$ cat config.mk
export PLATFORM = sky130hd
export DESIGN_NAME = packet_header_top
export DESIGN_NICKNAME = d
export VERILOG_FILES = /design/src/bt_header_pkg.sv /design/src/header_sequencer.sv /design/src/header_fec_hec.sv /design/src/header_field_codec.sv /design/src/packet_header_top.sv
export VERILOG_INCLUDE_DIRS = /design/src
export SDC_FILE = /design/constraint.sdc
export NUM_CORES = 1
export LEC_CHECK = 0
export BUFFER_PORTS_ARGS = -buffer_cell sky130_fd_sc_hd__buf_2
export CAP_MARGIN = 20
export CORE_MARGIN = 1.5
export CORE_UTILIZATION = 45
export CTS_CLUSTER_SIZE = 30
export DETAILED_ROUTE_END_ITERATION = 10
export PLACE_DENSITY = 0.71
export SYNTH_ARGS = -nofsm -noshare
export SYNTH_HDL_FRONTEND = slang
export SYNTH_HIERARCHICAL = 1
export SYNTH_SLANG_ARGS = --single-unit
$ cat constraint.sdc
create_clock -name clk_6M -period 11.3 [get_ports clk_6M]
set_input_delay 2.26 -clock clk_6M [delete_from_list [all_inputs] [get_ports clk_6M]]
set_output_delay 2.26 -clock clk_6M [all_outputs]
set_load 0.02 [all_outputs]
$ cat src/bt_header_params.svh
`ifndef BT_HEADER_PARAMS_SVH
`define BT_HEADER_PARAMS_SVH

// bit timing
`define BT_TICK_DIV 6

// access code sections, in bit times
`define BT_PREAMBLE_BITS 4
`define BT_SYNC_BITS 64
`define BT_AC_BITS 72

// coded header
`define BT_FEC_REP 3
`define BT_HDR_INFO 10
`define BT_HDR_BITS 54
`define BT_HEC_FIRST (`BT_AC_BITS + `BT_FEC_REP * `BT_HDR_INFO)
`define BT_PKT_LAST 125

// x^8+x^7+x^5+x^2+x+1 without the x^8 term
`define BT_HEC_POLY 8'hA7

// x^7+x^4+1 without the x^7 term
`define BT_WHITEN_POLY 7'h11

`endif

$ cat src/bt_header_pkg.sv
`default_nettype none

package bt_header_pkg;

  // BR packet header, bit 0 goes on air first
  typedef struct packed {
    logic       seqn;
    logic       arqn;
    logic       flow;
    logic [3:0] pk_type;
    logic [2:0] lt_addr;  // lowest bits, sent first
  } pkt_header_t;

  // where the burst is, decoded from the bit counter
  typedef enum logic [2:0] {
    ph_idle,
    ph_preamble,
    ph_sync,
    ph_trailer,
    ph_header,
    ph_hec
  } link_phase_t;

  // HEC shift register contents
  typedef logic [7:0] hec_t;

  // what a receive burst reports back
  typedef struct packed {
    pkt_header_t hdr;
    logic        hec_good;   // remainder was zero
    logic        addressed;  // good HEC and our lt_addr or broadcast
    logic        is_null;
    logic        is_poll;
    logic        is_fhs;
  } rx_result_t;

endpackage

`default_nettype wire

$ cat src/header_sequencer.sv
`timescale 1ns/1ns
`default_nettype none
`include "bt_header_params.svh"

module header_sequencer (
  input  wire                        clk_6M,
  input  wire                        rstz,
  input  wire                        tx_req,
  input  wire                        rx_req,
  output logic                       tx_ack,
  output logic                       rx_ack,
  output logic                       bit_tick,
  output logic [6:0]                 bit_index,
  output bt_header_pkg::link_phase_t phase,
  output logic                       triplet_done,
  output logic                       hdr_start,
  output logic                       encoding
);

  logic [2:0] tick_cnt;
  logic [1:0] trip_cnt;
  logic       active;
  logic       rx_wait;   // rx done, waiting one tick before ack
  logic       idle;
  logic       start_tx;
  logic       start_rx;
  logic       last_bit;
  logic       in_hdr;
  logic       tx_busy;
  logic       rx_busy;

  // free running 1 us strobe
  always_ff @(posedge clk_6M or negedge rstz)
  begin
    if (!rstz)
      tick_cnt <= '0;
    else if (bit_tick)
      tick_cnt <= '0;
    else
      tick_cnt <= tick_cnt + 3'd1;
  end

  assign bit_tick = (tick_cnt == 3'(`BT_TICK_DIV - 1));

  // new burst only with both handshakes back to zero
  assign idle     = !active && !rx_wait && !tx_ack && !rx_ack;
  assign start_tx = bit_tick && idle && tx_req;
  assign start_rx = bit_tick && idle && rx_req && !tx_req;  // tx wins a tie
  assign last_bit = bit_tick && active && (bit_index == 7'(`BT_PKT_LAST));

  always_ff @(posedge clk_6M or negedge rstz)
  begin
    if (!rstz)
    begin
      active    <= 1'b0;
      encoding  <= 1'b0;
      bit_index <= '0;
    end
    else if (start_tx)
    begin
      active    <= 1'b1;
      encoding  <= 1'b1;
      bit_index <= '0;
    end
    else if (start_rx)
    begin
      active    <= 1'b1;
      encoding  <= 1'b0;
      bit_index <= 7'(`BT_AC_BITS);  // correlator already consumed the access code
    end
    else if (last_bit)
    begin
      active    <= 1'b0;
      bit_index <= '0;
    end
    else if (active && bit_tick)
      bit_index <= bit_index + 7'd1;
  end

  // four-phase handshakes
  always_ff @(posedge clk_6M or negedge rstz)
  begin
    if (!rstz)
    begin
      tx_ack  <= 1'b0;
      rx_ack  <= 1'b0;
      rx_wait <= 1'b0;
    end
    else
    begin
      if (last_bit && encoding)
        tx_ack <= 1'b1;
      else if (tx_ack && !tx_req)
        tx_ack <= 1'b0;

      if (last_bit && !encoding)
        rx_wait <= 1'b1;
      else if (rx_wait && bit_tick)
        rx_wait <= 1'b0;

      if (rx_wait && bit_tick)
        rx_ack <= 1'b1;  // field capture is long done by now
      else if (rx_ack && !rx_req)
        rx_ack <= 1'b0;
    end
  end

  always_comb
  begin
    if (!active)
      phase = bt_header_pkg::ph_idle;
    else if (bit_index < 7'(`BT_PREAMBLE_BITS))
      phase = bt_header_pkg::ph_preamble;
    else if (bit_index < 7'(`BT_PREAMBLE_BITS + `BT_SYNC_BITS))
      phase = bt_header_pkg::ph_sync;
    else if (bit_index < 7'(`BT_AC_BITS))
      phase = bt_header_pkg::ph_trailer;
    else if (bit_index < 7'(`BT_HEC_FIRST))
      phase = bt_header_pkg::ph_header;
    else
      phase = bt_header_pkg::ph_hec;
  end

  assign in_hdr = (phase == bt_header_pkg::ph_header) || (phase == bt_header_pkg::ph_hec);

  // position inside the current FEC triplet
  always_ff @(posedge clk_6M or negedge rstz)
  begin
    if (!rstz)
      trip_cnt <= '0;
    else if (!in_hdr)
      trip_cnt <= '0;
    else if (bit_tick)
      trip_cnt <= triplet_done ? 2'd0 : trip_cnt + 2'd1;
  end

  assign triplet_done = bit_tick && in_hdr && (trip_cnt == 2'(`BT_FEC_REP - 1));

  // seed LFSRs just before the first coded bit
  assign hdr_start = start_rx ||
                     (bit_tick && active && encoding && (bit_index == 7'(`BT_AC_BITS - 1)));

  assign tx_busy = (active && encoding) || tx_ack;
  assign rx_busy = (active && !encoding) || rx_wait || rx_ack;

  a_one_direction: assert property (@(posedge clk_6M) disable iff (!rstz)
    !(tx_busy && rx_busy))
    else $error("tx and rx bursts overlap");

  a_tx_ack_has_req: assert property (@(posedge clk_6M) disable iff (!rstz)
    $rose(tx_ack) |-> tx_req)
    else $error("tx_ack raised without tx_req");

  a_rx_ack_has_req: assert property (@(posedge clk_6M) disable iff (!rstz)
    $rose(rx_ack) |-> rx_req)
    else $error("rx_ack raised without rx_req");

endmodule

`default_nettype wire

$ cat src/header_fec_hec.sv
`timescale 1ns/1ns
`default_nettype none
`include "bt_header_params.svh"

module header_fec_hec (
  input  wire                        clk_6M,
  input  wire                        rstz,
  input  wire                        bit_tick,
  input  wire bt_header_pkg::link_phase_t phase,
  input  wire                        triplet_done,
  input  wire                        hdr_start,
  input  wire                        encoding,
  input  wire [7:0]                  uap,
  input  wire [27:0]                 native_clk,
  input  wire                        hdr_bit_in,
  input  wire                        rx_bit,
  output logic                       coded_bit,
  output logic                       dec_bit,
  output logic                       dec_bit_valid,
  output bt_header_pkg::hec_t        hec_rem
);

  bt_header_pkg::hec_t hec_reg;
  bt_header_pkg::hec_t hec_next;
  logic [6:0]          whiten;
  logic [6:0]          whiten_next;
  logic [1:0]          samp_cnt;
  logic [1:0]          samp;       // first two samples of a triplet
  logic                in_hdr;
  logic                tx_info;
  logic                rx_vote;
  logic                rx_info;
  logic                info_bit;
  logic                hec_fb;

  assign in_hdr = (phase == bt_header_pkg::ph_header) || (phase == bt_header_pkg::ph_hec);

  // during HEC the register drains itself, MSB first
  assign tx_info   = (phase == bt_header_pkg::ph_hec) ? hec_reg[7] : hdr_bit_in;
  assign coded_bit = in_hdr && (tx_info ^ whiten[6]);  // held for all three repeats

  // 2 of 3 vote, third sample taken straight from the line
  assign rx_vote = (samp[0] & samp[1]) | (samp[0] & rx_bit) | (samp[1] & rx_bit);
  assign rx_info = rx_vote ^ whiten[6];

  assign info_bit = encoding ? tx_info : rx_info;

  // Galois form, so feeding the sent HEC back in clears the register
  assign hec_fb      = hec_reg[7] ^ info_bit;
  assign hec_next    = {hec_reg[6:0], 1'b0} ^ (hec_fb ? `BT_HEC_POLY : 8'h00);
  assign whiten_next = {whiten[5:0], 1'b0} ^ (whiten[6] ? `BT_WHITEN_POLY : 7'h00);

  always_ff @(posedge clk_6M or negedge rstz)
  begin
    if (!rstz)
    begin
      hec_reg <= '0;
      whiten  <= '0;
    end
    else if (hdr_start)
    begin
      hec_reg <= uap;
      whiten  <= {1'b1, native_clk[6:1]};
    end
    else if (triplet_done)
    begin
      hec_reg <= hec_next;   // one step per information bit
      whiten  <= whiten_next;
    end
  end

  assign hec_rem = hec_reg;

  always_ff @(posedge clk_6M or negedge rstz)
  begin
    if (!rstz)
      samp_cnt <= '0;
    else if (hdr_start || !in_hdr)
      samp_cnt <= '0;
    else if (bit_tick)
      samp_cnt <= (samp_cnt == 2'(`BT_FEC_REP - 1)) ? 2'd0 : samp_cnt + 2'd1;
  end

  always_ff @(posedge clk_6M)
  begin
    if (bit_tick && in_hdr && !encoding && (samp_cnt != 2'(`BT_FEC_REP - 1)))
      samp[samp_cnt[0]] <= rx_bit;
  end

  always_ff @(posedge clk_6M or negedge rstz)
  begin
    if (!rstz)
      dec_bit_valid <= 1'b0;
    else
      dec_bit_valid <= triplet_done && !encoding;
  end

  always_ff @(posedge clk_6M)
  begin
    if (triplet_done && !encoding)
      dec_bit <= rx_info;  // de-whitened, same value the HEC just took
  end

  // third sample must always close the triplet in the sequencer too
  a_samp_cnt_range: assert property (@(posedge clk_6M) disable iff (!rstz)
    (bit_tick && in_hdr && (samp_cnt == 2'(`BT_FEC_REP - 1))) |-> triplet_done)
    else $error("triplet sample count past 2");

  a_triplet_aligned: assert property (@(posedge clk_6M) disable iff (!rstz)
    triplet_done |-> samp_cnt == 2'(`BT_FEC_REP - 1))
    else $error("triplet_done out of step with sample count");

endmodule

`default_nettype wire

$ cat src/header_field_codec.sv
`timescale 1ns/1ns
`default_nettype none
`include "bt_header_params.svh"

module header_field_codec (
  input  wire                         clk_6M,
  input  wire                         rstz,
  input  wire                         bit_tick,
  input  wire bt_header_pkg::link_phase_t phase,
  input  wire [6:0]                   bit_index,
  input  wire                         encoding,
  input  wire bt_header_pkg::pkt_header_t tx_hdr,
  input  wire [63:0]                  sync_word,
  input  wire [2:0]                   my_lt_addr,
  input  wire                         coded_bit,
  input  wire                         dec_bit,
  input  wire                         dec_bit_valid,
  input  wire bt_header_pkg::hec_t    hec_rem,
  output logic                        hdr_bit_in,
  output logic                        tx_bit,
  output bt_header_pkg::rx_result_t   rx_result
);

  logic [6:0]                 sync_pos;
  logic [6:0]                 hdr_pos;
  logic [6:0]                 info_idx;
  logic [4:0]                 dec_cnt;   // decoded info bits this burst
  logic [9:0]                 rx_shift;
  bt_header_pkg::pkt_header_t rx_hdr;
  logic                       last_dec;
  logic                       hec_ok;
  logic                       lt_match;

  assign sync_pos = bit_index - 7'(`BT_PREAMBLE_BITS);
  assign hdr_pos  = bit_index - 7'(`BT_AC_BITS);
  assign info_idx = hdr_pos / 7'(`BT_FEC_REP);  // which header bit the triplet carries

  // LSB first into the encoder, only meaningful in the header phase
  assign hdr_bit_in = encoding && (phase == bt_header_pkg::ph_header) &&
                      tx_hdr[info_idx[3:0]];

  always_comb
  begin
    if (!encoding)
      tx_bit = 1'b0;  // quiet while receiving or idle
    else
    begin
      case (phase)
        bt_header_pkg::ph_preamble:
          tx_bit = ~sync_word[0] ^ bit_index[0];
        bt_header_pkg::ph_sync:
          tx_bit = sync_word[sync_pos[5:0]];
        bt_header_pkg::ph_trailer:
          tx_bit = ~sync_word[63] ^ bit_index[0];  // bit 68 is even
        bt_header_pkg::ph_header,
        bt_header_pkg::ph_hec:
          tx_bit = coded_bit;
        default:
          tx_bit = 1'b0;
      endcase
    end
  end

  always_ff @(posedge clk_6M or negedge rstz)
  begin
    if (!rstz)
      dec_cnt <= '0;
    else if (dec_bit_valid)
      dec_cnt <= dec_cnt + 5'd1;
    else if (bit_tick && (phase == bt_header_pkg::ph_idle))
      dec_cnt <= '0;  // ready for the next burst
  end

  // header fields arrive LSB first, so shift in from the top
  always_ff @(posedge clk_6M)
  begin
    if (dec_bit_valid && (dec_cnt < 5'(`BT_HDR_INFO)))
      rx_shift <= {dec_bit, rx_shift[9:1]};
  end

  assign rx_hdr   = rx_shift;
  assign last_dec = dec_bit_valid && (dec_cnt == 5'(`BT_HDR_BITS / `BT_FEC_REP - 1));
  assign hec_ok   = (hec_rem == 8'h00);  // already includes the last HEC bit
  assign lt_match = (rx_hdr.lt_addr == my_lt_addr) || (rx_hdr.lt_addr == 3'd0);

  always_ff @(posedge clk_6M or negedge rstz)
  begin
    if (!rstz)
      rx_result <= '0;
    else if (last_dec)
    begin
      rx_result.hdr       <= rx_hdr;
      rx_result.hec_good  <= hec_ok;
      rx_result.addressed <= hec_ok && lt_match;
      rx_result.is_null   <= (rx_hdr.pk_type == 4'd0);
      rx_result.is_poll   <= (rx_hdr.pk_type == 4'd1);
      rx_result.is_fhs    <= (rx_hdr.pk_type == 4'd2);
    end
  end

endmodule

`default_nettype wire

$ cat src/packet_header_top.sv
`timescale 1ns/1ns
`default_nettype none

module packet_header_top (
  input  wire                             clk_6M,
  input  wire                             rstz,
  input  wire                             tx_req,
  output wire                             tx_ack,
  input  wire bt_header_pkg::pkt_header_t tx_hdr,
  input  wire [63:0]                      sync_word,
  input  wire                             rx_req,
  output wire                             rx_ack,
  input  wire                             rx_bit,
  output wire bt_header_pkg::rx_result_t  rx_result,
  input  wire [7:0]                       uap,
  input  wire [27:0]                      native_clk,
  input  wire [2:0]                       my_lt_addr,
  output wire                             bit_tick,
  output wire                             tx_bit
);

  wire bt_header_pkg::link_phase_t phase;
  wire [6:0]                       bit_index;
  wire                             triplet_done;
  wire                             hdr_start;
  wire                             encoding;
  wire                             hdr_bit_in;
  wire                             coded_bit;
  wire                             dec_bit;
  wire                             dec_bit_valid;
  wire bt_header_pkg::hec_t        hec_rem;

  header_sequencer u_seq (
    .clk_6M       (clk_6M),
    .rstz         (rstz),
    .tx_req       (tx_req),
    .rx_req       (rx_req),
    .tx_ack       (tx_ack),
    .rx_ack       (rx_ack),
    .bit_tick     (bit_tick),
    .bit_index    (bit_index),
    .phase        (phase),
    .triplet_done (triplet_done),
    .hdr_start    (hdr_start),
    .encoding     (encoding)
  );

  header_fec_hec u_fec (
    .clk_6M        (clk_6M),
    .rstz          (rstz),
    .bit_tick      (bit_tick),
    .phase         (phase),
    .triplet_done  (triplet_done),
    .hdr_start     (hdr_start),
    .encoding      (encoding),
    .uap           (uap),
    .native_clk    (native_clk),
    .hdr_bit_in    (hdr_bit_in),
    .rx_bit        (rx_bit),
    .coded_bit     (coded_bit),
    .dec_bit       (dec_bit),
    .dec_bit_valid (dec_bit_valid),
    .hec_rem       (hec_rem)
  );

  header_field_codec u_codec (
    .clk_6M        (clk_6M),
    .rstz          (rstz),
    .bit_tick      (bit_tick),
    .phase         (phase),
    .bit_index     (bit_index),
    .encoding      (encoding),
    .tx_hdr        (tx_hdr),
    .sync_word     (sync_word),
    .my_lt_addr    (my_lt_addr),
    .coded_bit     (coded_bit),
    .dec_bit       (dec_bit),
    .dec_bit_valid (dec_bit_valid),
    .hec_rem       (hec_rem),
    .hdr_bit_in    (hdr_bit_in),
    .tx_bit        (tx_bit),
    .rx_result     (rx_result)
  );

endmodule

`default_nettype wire

# Word-level counts from Yosys, hierarchy flattened

Index checks and enable logic that the tools add are counted.

Add/subtract/negate cells: 7
Multiply operators: 0
Divide/modulo/power cells: 1
Order comparisons: 9
Equality and inequality tests: 16
Shifts and indexed selects: 0
Multiplexer cells: 46
Bitwise operators: 14
Reductions and logical operators: 55

Operators with widths:

| operator              | count |
|---|---|
| $mux W7               | 6 |
| $logic_and A1 B1 Y1   | 29 |
| $mux W8               | 3 |
| $lt A7 B7 Y1 const B  | 3 |
| $mux W1               | 18 |
| $mux W3               | 5 |
| $mux W5               | 3 |
| $eq A7 B7 Y1 const B  | 2 |
| $reduce_bool A2 Y1    | 7 |
| $mux W2               | 6 |
| $eq A3 B3 Y1 const B  | 3 |
| $logic_not A1 Y1      | 8 |
| $logic_not A8 Y1      | 1 |
| $xor A8 B8 Y8         | 1 |
| $add A7 B1 Y7 const B | 1 |
| $div A7 B2 Y7 const B | 1 |
| $lt A6 B7 Y1 const B  | 1 |
| $lt A7 B3 Y1 const B  | 1 |
| $sub A7 B7 Y7 const B | 1 |
| $xor A7 B7 Y7         | 1 |
| $bmux W1 S6           | 1 |
| $eq A3 B2 Y1 const B  | 2 |
| $logic_not A3 Y1      | 2 |
| $sub A6 B3 Y6 const B | 1 |
| 28 further kinds      | 41 |

Register bits after elaboration: 68
Latch bits: 0
Memory bits (writable): 0
Bits in read-only memories: 0
Bits of input ports: 118
Logic and storage cells: 174
Memories kept: 0

# Longest topological paths before layout

Depth after elaboration: 16
Gate-level depth with buffers: 21
Mapped depth without buffers: 20

# By module

Netlist, hierarchy kept.

Modules (own cells, without submodules):

| module             | times used | cells an instance | area an instance (µm²) | sequential area each (µm²) |
|---|---|---|---|---|
| header_field_codec | 1          | 238               | 2,548.7                | 800.8 |
| header_fec_hec     | 1          | 113               | 1,144.8                | 540.5 |
| header_sequencer   | 1          | 104               | 932.1                  | 425.4 |

# Worst setup path after synthesis

OpenSTA, ideal clock, no wires.

Path kind: register to output
From: register u_seq.bit_index[3]
To: output tx_bit
Data arrival time: 4.206 ns
Setup slack: 4.834 ns
Cell stages (with the launch flop): 20
Cell sequence: dfrtp_1 -> inv_1 -> ha_1 -> xnor2_1 -> or4b_1 -> a21oi_2 -> o21bai_1 -> and3_2 -> a21oi_1 -> ha_1 -> a21oi_1 -> o41a_1 -> a31oi_1 -> o311ai_1 -> nand4_1 -> mux2i_1 -> xor2_1 -> nor2_1 -> and3b_1 -> o21a_1

Word-level cells in the longest chain between the ends: 14
Elaborated cells between the ends (all ways): 30
Classes of those cells: add/sub: 2; div: 1; order compare: 4; eq/ne: 5; mux: 12; bitwise: 1; reduce/logical: 5

RTL lines:

| item                                                                  | RTL line                 | source |
|---|---|---|
| from (decl)                                                           | header_sequencer.sv:13   | `output logic [6:0] bit_index,` |
| from (signal assigned)                                                | header_sequencer.sv:69   | `` bit_index <= 7'(`BT_AC_BITS); `` |
| from (signal assigned)                                                | header_sequencer.sv:77   | `bit_index <= bit_index + 7'd1;` |
| parallel branches: the longest is 8 deep, another holds $sub A7 B7 Y7 | --                       |  |
| $logic_and A1 B1 Y1 *                                                 | header_field_codec.sv:39 | `assign hdr_bit_in = encoding && (phase == bt_header_pkg::ph_header) &&` |
| named net hdr_bit_in                                                  | packet_header_top.sv:27  | `wire hdr_bit_in;` |
| $mux W1 *                                                             | header_fec_hec.sv:39     | `assign tx_info = (phase == bt_header_pkg::ph_hec) ? hec_reg[7] : hdr_bit_in;` |
| $xor A1 B1 Y1 *                                                       | header_fec_hec.sv:40     | `assign coded_bit = in_hdr && (tx_info ^ whiten[6]);` |
| $logic_and A1 B1 Y1 *                                                 | header_fec_hec.sv:40     |  |
| named net coded_bit                                                   | packet_header_top.sv:28  | `wire coded_bit;` |
| $pmux W1 S4 *                                                         | header_field_codec.sv:48 | `case (phase)` |
| $mux W1 *                                                             | header_field_codec.sv:44 | `if (!encoding)` |
| to (decl)                                                             | packet_header_top.sv:19  | `output wire tx_bit` |

Mark *: on every way through the listed nets, which the timed path passes. The select of a mux whose other input is x is not followed.

# Final worst setup path

Same ends and word-level chain as after synthesis.

==> results.toml <==
[logic_synthesis]
ys.flop_type = "dfrtp_1"
synth_edf_count = 13
ys_async_sr_fraction = 0.809
syn_area_mm2 = 0.00463
yosys_warnings = 6
syn_nets = 585
ys_ff_latch = 68
avgSynthCellArea_um2 = 10.2
synth_area_leader_cell = "dfrtp_1"
synth_top_area_frac = 0.298
synth_cells = 455
synthTopCellsByArea = "dfrtp_1, mux4_2, edfxtp_1, nand2_1, ha_1"
ys_seq_area_frac = 0.382
ys_types = 77

[setup_path]
crit_type = "reg -> out"
crit_required_ns = 9.04
crit_path_start_kind = "register"
cp-end-kind = "output port"
crit_fanout = 25
arrival_ns = 5.70

[run_status]
status = "completed"

[floorplan]
rows = 36
ios = 137
initial_utilization = 0.469
die_h_um = 104
die_width_um = 104
core-area_mm2 = 0.00986
dieArea_mm2 = 0.0109

[global_routing]
grt_usage = 0.200
grt_pass1_wl_mm = 17.7
grt_pass1_vias = 3858
grt-ovfl-total = 0
antenna_found_initial = 0
grt_start_max_net_pins = 56

[routing]
ant_nets = 0
avgViaCountPerCell = 5.66
route.detailed.drc = 0
via_count = 3993
routed_wl_mm = 10.5
dr.first_iter.drc_count = 188
drt_first_pass_iters = 5
wl_per_cell_um = 14.9

[sta]
setup_slack_ns = 3.34
slew_headroom = 0.415
tightest_slew_ns = 0.878
finClkSkew_ns = 0.00705
maxSlewViolCount = 0
layout_min_cycle_time_ns = 7.96
setup_viol = 0
rsz0062_at_grt = "false"
layout_worst_path_cycle_share = 0.705
fmax_ghz = 0.126
hold_viol_final = 0
fin_setup_tns_ns = 0

[placement]
io_buffers = 114
dp_hpwl_mm = 7.82
placed_cells = 689
pre_cts_ws_ns = 3.81
gp_congestion = 0.824

[cts]
cts-buffers-inserted = 9
clock_latency_ns = 0.34
ctsHoldBuffers = 0
cts.sinks = 68
postCtsSetupBuffers = 0
cts-root-buf = "clkbuf_8"
cts_buffer_depth = 2
path_clk_slew_ns = 0.07
cts_resized = 0
h-tree-depth = 3
tritoncts = "yes"

[finish]
nets = 698
finalNonFillerCells = 706
area_delta_synth_final_pct = 19.8
fillers = 865
n_antenna_cell = 0
drive_gt1_frac = 0.339
final_core_util = 0.562

[power_and_ir_drop]
total_power_uw = 508
p_per_area_mw_per_mm2 = 91.7
max-vdd-ir-drop_mv = 0.0484
p_leak_nw = 2.44

[hold_path]
worstHoldPathType = "reg -> reg"

[job]
drv_cap = 0
## synth_stat cells (2+ instances only)
cell type / instances
a211o_2: 2
a211oi_1: 9
a21oi_1: 20
a21oi_2: 2
a2bb2oi_1: 3
a31oi_1: 5
and3_1: 5
and4_1: 2
buf_2: 5
clkbuf_1: 12
dfrtp_1: 55
edfxtp_1: 13
ha_1: 12
inv_1: 28
mux2_2: 11
mux2i_1: 14
mux4_2: 21
nand2_1: 52
nand2b_1: 6
nand3_1: 8
nand3b_1: 5
nand4_1: 3
nor2_1: 23
nor2b_1: 4
nor3_1: 13
nor3b_1: 3
nor4_1: 4
o2111ai_1: 2
o211ai_1: 5
o21a_1: 3
o21ai_0: 30
o31ai_1: 8
o41a_1: 2
or2_2: 2
or3_1: 3
or4_1: 2
xnor2_1: 10
xor2_1: 7
xor2_2: 3
## stage by stage
stage,instance area (um2),hold slack (ns)
4_1_cts,5530,0.435
3_3_place_gp,5330,0.410
5_1_grt,5540,0.442
3_5_place_dp,5330,0.418
6_report,5540,0.432
2_1_floorplan,4630,0.400
## cells in the final DEF (no fill, tap or decap), types with 12 or more instances in the layout
cell type	n
buf_2	114
dfrtp_1	55
nand2_1	52
o21ai_0	29
inv_1	28
nor2_1	23
mux4_2	21
a21oi_1	20
mux2i_1	14
nor3_1	13
edfxtp_1	13
ha_1	12
## where the power goes
group	switching, mW	leakage, nW	total [mW]	internal (mW)
combinational	0.0211	1.54	0.0488	0.0277
clock	0.0964	0.104	0.199	0.103
sequential	0.00546	0.795	0.260	0.254
total	0.123	2.44	0.508	0.385
## worst max-delay path: stages, from the launching register on
cell      delay, ns
dfrtp_1        0.86
inv_1          0.35
ha_1           0.32
xnor2_1        0.22
or4b_1         0.56
a21oi_2        0.28
nor2_2         0.15
o21ai_0        0.19
a21oi_1        0.10
ha_1           0.31
a21oi_1        0.18
o41a_1         0.24
a31oi_1        0.10
o311ai_1       0.32
nand4_1        0.23
mux2i_1        0.21
xor2_1         0.17
nor2_1         0.05
and3b_1        0.15
o21a_1         0.18
buf_2          0.16
## kinds of logic (layout without fill, tap and decap cells)
kind of cell             after synthesis  in the layout  synth area share
AND/OR/NAND/NOR                      146            146             0.164
AO/OA/AOI/OAI                        115            115             0.175
flip-flops                            68             68             0.382
buffers and inverters                 47            165            0.0417
multiplexers                          46             46             0.159
XOR/XNOR                              20             20            0.0427
adder cells (fa/ha/maj)               13             13            0.0349
## routing by layer
layer / vias up / GRT usage / routed length, um
met5: - / 0 / 0
met4: 0 / 0.0665 / 136
met3: 10 / 0.0363 / 551
met2: 139 / 0.351 / 5360
met1: 1916 / 0.248 / 4460
li1: 1928 / - / -
## worst paths after layout
kind                                           startpoint                            to  slack [ns]  depth (start not counted)
setup / recovery           u_seq/bit_index[3]$_DFFE_PN0P_                        tx_bit        3.34                         20
hold / removal                    u_fec/dec_bit$_DFFE_PP_   u_codec/rx_hdr[9]$_DFFE_PP_        0.43                          0
setup reg to reg           u_seq/bit_index[3]$_DFFE_PN0P_  u_fec/hec_rem[5]$_DFFE_PN0P_        5.90                         18
hold reg to reg                   u_fec/dec_bit$_DFFE_PP_   u_codec/rx_hdr[9]$_DFFE_PP_        0.43                          0
max in group asynchronous                            rstz   u_fec/whiten[2]$_DFFE_PN0P_        8.79                          2
min in group asynchronous                            rstz      u_seq/rx_ack$_DFFE_PN0P_        2.05                          2
## state kept, by name (all words and copies together) (netlist names)
register / cells
u_seq/active: 1
u_seq/bit_index: 7
u_seq/tx_ack: 1
u_fec/whiten: 7
u_fec/samp_cnt: 2
u_codec/rx_result: 15
u_seq/encoding: 1
u_seq/rx_wait: 1
u_fec/samp: 2
u_codec/rx_hdr: 10
u_fec/dec_bit: 1
u_seq/trip_cnt: 2
u_fec/hec_rem: 8
u_seq/rx_ack: 1
u_seq/tick_cnt: 3
u_codec/dec_cnt: 5
u_fec/dec_bit_valid: 1
## area by class of cell
| type | count | area, um2 | area share |
|---|---|---|---|
| clock buffer | 9 | 124 | 0.0224 |
| clock inverter | 7 | 75.1 | 0.0136 |
| inverter | 29 | 109 | 0.0196 |
| multi-input combinational | 340 | 2680 | 0.483 |
| sequential | 68 | 1770 | 0.319 |
| tap | 133 | 166 | 0.0300 |
| timing repair buffer | 120 | 623 | 0.112 |
No activity file was read; power rests on OpenSTA's default activity.
